**src/hdl/sb_egress_pkg.sv**
```systemverilog
package sb_egress_pkg;

    // ----------------------------------------------------------
    // Payload
    // ----------------------------------------------------------

    // Internal payload bits carried by one transfer
    localparam int pld_width = 8;

    // Payload bytes that make up one dword
    localparam int bytes_per_dword = 4;

    // Byte position within the current dword, 0 to 3
    localparam int cnt_width = 2;

    // ----------------------------------------------------------
    // Egress FIFO
    // ----------------------------------------------------------

    // Entries held by each class queue
    // Depth is a power of two so the pointers wrap on their own
    localparam int fifo_depth = 8;

    // Read and write pointer width
    localparam int fifo_ptr_width = 3;

endpackage

```
**src/hdl/flit_q_if.sv**
```systemverilog
`timescale 1ns/1ns

interface flit_q_if;

    // Enqueue side, written by the master mux
    logic                                push;
    logic [sb_egress_pkg::pld_width-1:0] data;
    logic                                eom;
    logic                                full;

    // Dequeue side, head of queue seen by the arbiter
    logic                                valid;
    logic [sb_egress_pkg::pld_width-1:0] head_data;
    logic                                head_eom;
    logic                                pop;

    // Mux pushes a byte and its eom, only while full is low
    modport enq (output push, output data, output eom, input full);

    // Queue itself, sees both sides and reports its state
    modport fifo (
        input  push, input  data, input  eom, input  pop,
        output full, output valid, output head_data, output head_eom
    );

    // Arbiter pops the head, only while valid is high
    modport deq (input valid, input head_data, input head_eom, output pop);

endinterface

```
**src/hdl/sb_byte_count.sv**
```systemverilog
`timescale 1ns/1ns

module sb_byte_count
(
    input  logic agent_clk,
    input  logic agent_rst_b,
    input  logic valid,
    output logic last
);

    // Position of the next byte within the current dword
    logic [sb_egress_pkg::cnt_width-1:0] cnt;

    // ----------------------------------------------------------
    // Byte counter
    // ----------------------------------------------------------

    // Advances once per accepted byte
    // Wraps back to 0 after the fourth byte of a dword
    always_ff @(posedge agent_clk or negedge agent_rst_b)
    begin
        if (!agent_rst_b)
        begin
            cnt <= '0;
        end
        else if (valid)
        begin
            cnt <= cnt + 1'b1;
        end
    end

    // High while the byte on the bus closes the dword
    always_comb
    begin
        last = (cnt == (sb_egress_pkg::cnt_width)'(sb_egress_pkg::bytes_per_dword - 1));
    end

endmodule

```
**src/hdl/sb_master_mux.sv**
```systemverilog
`timescale 1ns/1ns

module sb_master_mux
(
    input  logic                                agent_clk,
    input  logic                                agent_rst_b,
    input  logic                                pc_irdy,
    input  logic                                pc_eom,
    input  logic [sb_egress_pkg::pld_width-1:0] pc_data,
    input  logic                                np_irdy,
    input  logic                                np_eom,
    input  logic [sb_egress_pkg::pld_width-1:0] np_data,
    output logic                                pc_trdy,
    output logic                                np_trdy,
    output logic                                pc_msgip,
    output logic                                np_msgip,
    flit_q_if.enq                               pc_q,
    flit_q_if.enq                               np_q
);

    // Byte accepted on this edge, per class
    logic pc_put;
    logic np_put;

    // Accepted byte is the fourth of its dword
    logic pc_last;
    logic np_last;

    // ----------------------------------------------------------
    // Accept logic
    // ----------------------------------------------------------

    always_comb
    begin
        // Ready as soon as the agent asks and the queue has room
        pc_trdy = pc_irdy & ~pc_q.full;
        np_trdy = np_irdy & ~np_q.full;

        // A transfer completes when both sides of the handshake agree
        pc_put = pc_irdy & pc_trdy;
        np_put = np_irdy & np_trdy;

        // Accepted bytes go straight into the class queue
        pc_q.push = pc_put;
        pc_q.data = pc_data;
        pc_q.eom  = pc_eom;
        np_q.push = np_put;
        np_q.data = np_data;
        np_q.eom  = np_eom;
    end

    // Dword position, one counter per class
    sb_byte_count pc_cnt_i
    (
        .agent_clk   (agent_clk),
        .agent_rst_b (agent_rst_b),
        .valid       (pc_put),
        .last        (pc_last)
    );

    sb_byte_count np_cnt_i
    (
        .agent_clk   (agent_clk),
        .agent_rst_b (agent_rst_b),
        .valid       (np_put),
        .last        (np_last)
    );

    // ----------------------------------------------------------
    // Message in progress
    // ----------------------------------------------------------

    // Only a completed dword moves the flag
    // Set while more dwords follow, cleared by the one with eom
    always_ff @(posedge agent_clk or negedge agent_rst_b)
    begin
        if (!agent_rst_b)
        begin
            pc_msgip <= 1'b0;
            np_msgip <= 1'b0;
        end
        else
        begin
            if (pc_put && pc_last)
            begin
                pc_msgip <= ~pc_eom;
            end
            if (np_put && np_last)
            begin
                np_msgip <= ~np_eom;
            end
        end
    end

endmodule

```
**src/hdl/sb_egress_fifo.sv**
```systemverilog
`timescale 1ns/1ns

module sb_egress_fifo
(
    input  logic  agent_clk,
    input  logic  agent_rst_b,
    flit_q_if.fifo q
);

    // Storage, one payload byte and its eom bit per entry
    logic [sb_egress_pkg::pld_width-1:0] mem_data [sb_egress_pkg::fifo_depth];
    logic                                mem_eom  [sb_egress_pkg::fifo_depth];

    logic [sb_egress_pkg::fifo_ptr_width-1:0] wr_ptr;
    logic [sb_egress_pkg::fifo_ptr_width-1:0] rd_ptr;

    // One bit wider than the pointers so a full queue is told from an empty one
    logic [sb_egress_pkg::fifo_ptr_width:0] count;

    logic do_push;
    logic do_pop;

    // ----------------------------------------------------------
    // Status and head
    // ----------------------------------------------------------

    always_comb
    begin
        // Status compares the registered occupancy
        q.full  = (count == (sb_egress_pkg::fifo_ptr_width + 1)'(sb_egress_pkg::fifo_depth));
        q.valid = (count != '0);

        // Head comes from the entry under the read pointer
        q.head_data = mem_data[rd_ptr];
        q.head_eom  = mem_eom[rd_ptr];

        do_push = q.push & ~q.full;
        do_pop  = q.pop & q.valid;
    end

    // ----------------------------------------------------------
    // Pointers and occupancy
    // ----------------------------------------------------------

    always_ff @(posedge agent_clk or negedge agent_rst_b)
    begin
        if (!agent_rst_b)
        begin
            wr_ptr <= '0;
            rd_ptr <= '0;
            count  <= '0;
        end
        else
        begin
            if (do_push)
            begin
                wr_ptr <= wr_ptr + 1'b1;
            end
            if (do_pop)
            begin
                rd_ptr <= rd_ptr + 1'b1;
            end
            // Push and pop together leave the count alone
            if (do_push && !do_pop)
            begin
                count <= count + 1'b1;
            end
            else if (do_pop && !do_push)
            begin
                count <= count - 1'b1;
            end
        end
    end

    // Storage write
    always_ff @(posedge agent_clk)
    begin
        if (do_push)
        begin
            mem_data[wr_ptr] <= q.data;
            mem_eom[wr_ptr]  <= q.eom;
        end
    end

endmodule

```
**src/hdl/sb_egress_arb.sv**
```systemverilog
`timescale 1ns/1ns

module sb_egress_arb
(
    input  logic                                agent_clk,
    input  logic                                agent_rst_b,
    flit_q_if.deq                               pc_q,
    flit_q_if.deq                               np_q,
    input  logic                                out_ready,
    output logic                                out_valid,
    output logic [sb_egress_pkg::pld_width-1:0] out_data,
    output logic                                out_eom,
    output logic                                out_np
);

    // Grant is held for the rest of the current message
    logic locked;
    // Class held while locked, 1 for np
    logic lock_np;
    // Round-robin pointer, 1 when np wins the next tie
    logic prio_np;

    // Class selected this cycle
    logic sel_np;

    // Selected class has a byte to offer
    logic pc_gnt;
    logic np_gnt;

    // ----------------------------------------------------------
    // Selection
    // ----------------------------------------------------------

    always_comb
    begin
        // Locked grant wins over anything else
        if (locked)
        begin
            sel_np = lock_np;
        end
        // Tie goes to the class not served last
        else if (pc_q.valid && np_q.valid)
        begin
            sel_np = prio_np;
        end
        else
        begin
            sel_np = np_q.valid;
        end

        pc_gnt = ~sel_np & pc_q.valid;
        np_gnt =  sel_np & np_q.valid;
    end

    // ----------------------------------------------------------
    // Egress port
    // ----------------------------------------------------------

    always_comb
    begin
        // Port follows the granted head in the same cycle
        out_valid = pc_gnt | np_gnt;
        out_data  = sel_np ? np_q.head_data : pc_q.head_data;
        out_eom   = sel_np ? np_q.head_eom : pc_q.head_eom;
        out_np    = sel_np;

        // Pop the granted head on every accepted transfer
        pc_q.pop = pc_gnt & out_ready;
        np_q.pop = np_gnt & out_ready;
    end

    // ----------------------------------------------------------
    // Grant lock and round robin
    // ----------------------------------------------------------

    // A byte on offer that is not taken also locks the grant
    // so the port holds steady while out_ready is low
    always_ff @(posedge agent_clk or negedge agent_rst_b)
    begin
        if (!agent_rst_b)
        begin
            locked  <= 1'b0;
            lock_np <= 1'b0;
            prio_np <= 1'b0;
        end
        else if (out_valid)
        begin
            if (out_ready && out_eom)
            begin
                // End of message, hand priority to the other class
                locked  <= 1'b0;
                prio_np <= ~sel_np;
            end
            else
            begin
                locked  <= 1'b1;
                lock_np <= sel_np;
            end
        end
    end

endmodule

```
**src/hdl/sb_egress_top.sv**
```systemverilog
`timescale 1ns/1ns

module sb_egress_top
(
    input  logic                                agent_clk,
    input  logic                                agent_rst_b,
    input  logic                                pc_irdy,
    input  logic                                pc_eom,
    input  logic [sb_egress_pkg::pld_width-1:0] pc_data,
    input  logic                                np_irdy,
    input  logic                                np_eom,
    input  logic [sb_egress_pkg::pld_width-1:0] np_data,
    input  logic                                out_ready,
    output logic                                pc_trdy,
    output logic                                np_trdy,
    output logic                                pc_msgip,
    output logic                                np_msgip,
    output logic                                out_valid,
    output logic [sb_egress_pkg::pld_width-1:0] out_data,
    output logic                                out_eom,
    output logic                                out_np
);

    // ----------------------------------------------------------
    // Class queues
    // ----------------------------------------------------------

    // Posted
    flit_q_if pc_q ();
    // Non-posted
    flit_q_if np_q ();

    // ----------------------------------------------------------
    // Ingress side
    // ----------------------------------------------------------

    sb_master_mux sb_master_mux_i
    (
        .agent_clk   (agent_clk),
        .agent_rst_b (agent_rst_b),
        .pc_irdy     (pc_irdy),
        .pc_eom      (pc_eom),
        .pc_data     (pc_data),
        .np_irdy     (np_irdy),
        .np_eom      (np_eom),
        .np_data     (np_data),
        .pc_trdy     (pc_trdy),
        .np_trdy     (np_trdy),
        .pc_msgip    (pc_msgip),
        .np_msgip    (np_msgip),
        .pc_q        (pc_q.enq),
        .np_q        (np_q.enq)
    );

    // Storage, one FIFO per class
    sb_egress_fifo pc_fifo
    (
        .agent_clk   (agent_clk),
        .agent_rst_b (agent_rst_b),
        .q           (pc_q.fifo)
    );

    sb_egress_fifo np_fifo
    (
        .agent_clk   (agent_clk),
        .agent_rst_b (agent_rst_b),
        .q           (np_q.fifo)
    );

    // ----------------------------------------------------------
    // Egress side
    // ----------------------------------------------------------

    sb_egress_arb sb_egress_arb_i
    (
        .agent_clk   (agent_clk),
        .agent_rst_b (agent_rst_b),
        .pc_q        (pc_q.deq),
        .np_q        (np_q.deq),
        .out_ready   (out_ready),
        .out_valid   (out_valid),
        .out_data    (out_data),
        .out_eom     (out_eom),
        .out_np      (out_np)
    );

endmodule

```
**config.mk**
```make
export PLATFORM = sky130hd
export DESIGN_NAME = sb_egress_top
export DESIGN_NICKNAME = d
export VERILOG_FILES = /design/src/hdl/sb_egress_pkg.sv /design/src/hdl/flit_q_if.sv /design/src/hdl/sb_byte_count.sv /design/src/hdl/sb_master_mux.sv /design/src/hdl/sb_egress_fifo.sv /design/src/hdl/sb_egress_arb.sv /design/src/hdl/sb_egress_top.sv
export SDC_FILE = /design/constraint.sdc
export NUM_CORES = 1
export LEC_CHECK = 0
export ABC_AREA = 1
export BUFFER_PORTS_ARGS = -buffer_cell sky130_fd_sc_hd__clkbuf_2
export CAP_MARGIN = 10
export CORE_ASPECT_RATIO = 1.2
export CORE_MARGIN = 5
export CORE_UTILIZATION = 50
export CTS_BUF_LIST = sky130_fd_sc_hd__clkbuf_8 sky130_fd_sc_hd__clkbuf_16
export DETAILED_ROUTE_END_ITERATION = 12
export PLACE_DENSITY = 0.71
export SLEW_MARGIN = 40
export SYNTH_ARGS = -nofsm -noshare
export SYNTH_HDL_FRONTEND = slang
export SYNTH_HIERARCHICAL = 1
export SYNTH_SLANG_ARGS = --single-unit
```
**constraint.sdc**
```tcl
create_clock -name agent_clk -period 3.5 [get_ports agent_clk]
set_clock_uncertainty 0.1 [all_clocks]
set_input_delay 0 -clock agent_clk [delete_from_list [all_inputs] [get_ports agent_clk]]
set_output_delay 0 -clock agent_clk [all_outputs]
set_load 0.02 [all_outputs]
```
==> impl_metrics.ini <==
[status]
status = complete, no violations

[sta]
setup_violations = 0
slew_headroom_pct = 50.13
min_period_ns = 2.923
fin_ws_ns = 0.5774
tightest_slew_ns = 0.7480
max_freq_ghz = 0.3422
finalCritPeriodShare_pct = 83.50
slew_viol_final = 0
rsz0062_at_grt = no
fin_setup_tns_ns = 0
hold_viol_final = 0

[setup_path]
path_cells = nor2_1 -> nand3_2 -> inv_1 -> nor2_2 -> nand2_2 -> nand3_1 -> nor2_1 -> nand2_2 -> ha_1 -> inv_1 -> ha_1 -> or2_2 -> nand2_1 -> nand2_1 -> nand3_1 -> nand2_1
cp_common_cell = nand2_1
r2r-start = np_fifo/count[0]
r2r_end = pc_fifo/count[3]
crit_path_start_kind = flip-flop
worst-r2r-cell-count = 16
slowest_delay_ns = 0.45
end_kind = flip-flop
regToRegSetupSlack_ns = 0.58
required_ns = 3.71
critPathKind = reg -> reg
cp.arrival_ns = 3.14
slowest_stage = dfrtp_1
crit_fanout = 5

[cts]
cts-root-buf = clkbuf_16
path_clk_slew_ns = 0.07
cts_buffer_depth = 2
cts_max_level = 4
cts_resized = 0
cts.sinks = 173
numCtsBuffers = 17
cts_tree = done
clk_latency_ns = 0.42

[run]
drv_cap = 0

[die]
initial_core_util_pct = 51.38
fp-row-count = 50
core-area_um2 = 15700
fp.dieW_um = 126.0
fp.dieH_um = 149.2
dieArea_um2 = 18790
pin_count = 38

[global_route]
grt_usage_pct = 17.23
grt_max_degree = 43
overflow = 0
antenna_found_initial = 1
grt_pass1_vias = 5064
grt_pass1_wl_um = 24960

[route]
drtIter0Drc = 330
drc_errors = 0
routed_wl_um = 15490
wl_per_cell_um = 13.95
vias_per_cell = 4.742
via_count = 5264
first_pass_iters = 4
ant_nets = 0

[logic_synthesis]
ys_types = 27
synth_top_area_share_pct = 53.60
synthesis.area_um2 = 8068
avgSynthCellArea_um2 = 9.720
netlist_instances = 830
synth_nets = 867
synth_area_leaders = edfxtp_1, nand2_1, dfrtp_1, nor2_1, inv_1
ys_seq_area_share_pct = 62.59
synth_seq_cells = 173
yosysWarnings = 6
yosys.area.top_type = edfxtp_1

[layout]
multi_input_area_um2 = 2347
drive_above_1_share_pct = 12.65
regArea_um2 = 5052
nets = 925
syn2layout_area_growth_pct = 13.59
fill_cells = 1250

[hold_path]
min_path_type = in -> async

[place]
place.gp.congestion = 0.7876
dp_hpwl_um = 9906
pre_cts_slack_ns = 0.5936
port_buffers = 37

[power]
leakage_nw = 4.042
peakVddDrop_v = 0.0003994
power_density_nw_per_um2 = 882.9
[per-layer routing]
metal	global-route usage [%]	up-vias	part of all wire, %
li1	-	2743	-
met1	19.19	2433	42
met2	31.90	73	54
met3	3.976	15	2.7
met4	6.599	0	1.4
met5	0	-	0
[how the worst max path moves through the flow]
stage,to,from,slack [ns],cells past startpoint
floorplan,pc_fifo/count[3],np_fifo/count[0],0.85,16
global placement,pc_fifo/count[3],np_fifo/count[0],0.68,16
detailed placement,pc_fifo/count[3],np_fifo/count[0],0.59,16
CTS,pc_fifo/count[3],np_fifo/count[0],0.58,16
global route,pc_fifo/count[3],np_fifo/count[0],0.27,16
finish,pc_fifo/count[3],np_fifo/count[0],0.58,16
[layout by cell type, fill, tap and decap left out, types with 2 or more instances in the layout]
master and count:
nand2_2 10, o21ai_0 28, ha_1 12, clkinv_8 3, nand3_2 2, edfxtp_1 144
dfrtp_1 27, nor3_1 8, dlygate4sd3_1 24, or2_2 2, nor2_2 2, nand2_1 317
inv_2 3, clkinv_1 2, inv_1 72, fa_1 2, dfrtp_2 2, nand3_1 17
nand4_1 2, inv_6 3, o21ai_1 15, xnor2_1 9, clkbuf_16 17, inv_8 6
clkbuf_2 36, nor2_1 105, xor2_1 2, buf_4 22, clkinv_4 2
[timing repair]
item | 4_1_cts | 5_1_grt
hold buffers | 24 | 0
endpoints found under the hold margin | 191 | 0
setup endpoints to repair | 0 | 0
buffers inserted | 0 | 0
[area by class of cell]
type / count / area share, %
Tap cell: 208 / 2.840
Timing Repair Buffer: 84 / 6.663
Antenna cell: 1 / 0.02731
Clock buffer: 17 / 4.642
Multi-Input combinational cell: 535 / 25.61
Inverter: 77 / 3.236
Sequential cell: 173 / 55.13
Clock inverter: 15 / 1.843
[worst max-delay path: cells and delay by family (launching register included)]
| kind | cells | cell delay, ns |
|---|---|---|
| AND/OR/NAND/NOR | 12 | 1.56 |
| adder cells (fa/ha/maj) | 2 | 0.48 |
| flip-flops | 1 | 0.45 |
| buffers and inverters | 2 | 0.23 |
[metrics by stage]
stage / power [mW] / cell area, µm² / std cells / util (%) / hold WS (ns)
final: 8.091 / 9164 / 1110 / 58.36 / 0.04888
after CTS: 8.145 / 9160 / 1109 / 58.33 / 0.09658
after global routing: 8.730 / 9164 / 1110 / 58.36 / 0.1335
after detailed placement: 6.272 / 8325 / 1053 / 53.02 / 0.01291
after global placement: 6.219 / 8325 / 1053 / 53.02 / 0.01360
after floorplan: 5.510 / 8068 / 830 / - / -0.3956
[registers in the layout, summed over array words and instances (netlist names), 3 cells and up]
register          count
np_fifo/rd_ptr        3
pc_fifo/mem_data     64
np_fifo/mem_eom       8
np_fifo/wr_ptr        3
np_fifo/mem_data     64
pc_fifo/mem_eom       8
pc_fifo/rd_ptr        3
pc_fifo/count         4
np_fifo/count         4
pc_fifo/wr_ptr        3
[cell usage after synthesis]
| cell | number |
|---|---|
| nand2_4 | 1 |
| nand2_1 | 317 |
| nor2_2 | 2 |
| inv_2 | 3 |
| clkinv_1 | 2 |
| nand2_2 | 10 |
| buf_2 | 5 |
| or2_2 | 2 |
| a21oi_1 | 1 |
| ha_1 | 12 |
| buf_6 | 11 |
| inv_1 | 71 |
| xnor2_1 | 9 |
| fa_1 | 2 |
| o21ai_1 | 15 |
| edfxtp_1 | 144 |
| nand3_2 | 2 |
| buf_8 | 1 |
| buf_4 | 28 |
| dfrtp_1 | 29 |
| o21ai_0 | 28 |
| nand4_1 | 2 |
| nor3_1 | 8 |
| nor2_1 | 105 |
| inv_8 | 1 |
| nand3_1 | 17 |
| xor2_1 | 2 |
[cell families (layout without fill, tap and decap cells)]
kind of cell	Yosys count	after routing	share of synthesized area, %
compound gates	44	44	2.729
xor+xnor	11	11	1.194
fa+ha+maj	14	14	2.357
buf+inv	122	193	8.313
flops	173	173	62.59
other cells	0	1	0
simple gates	466	466	22.81
[power breakdown]
| part | leakage, nW | total [mW] | switching [mW] | internal, mW |
|---|---|---|---|---|
| Sequential | 1.66 | 2.98 | 0.325 | 2.66 |
| Clock | 0.295 | 1.83 | 0.868 | 0.965 |
| Combinational | 2.09 | 3.28 | 2.16 | 1.12 |
Note: power is estimated with default switching activity, not from simulation.
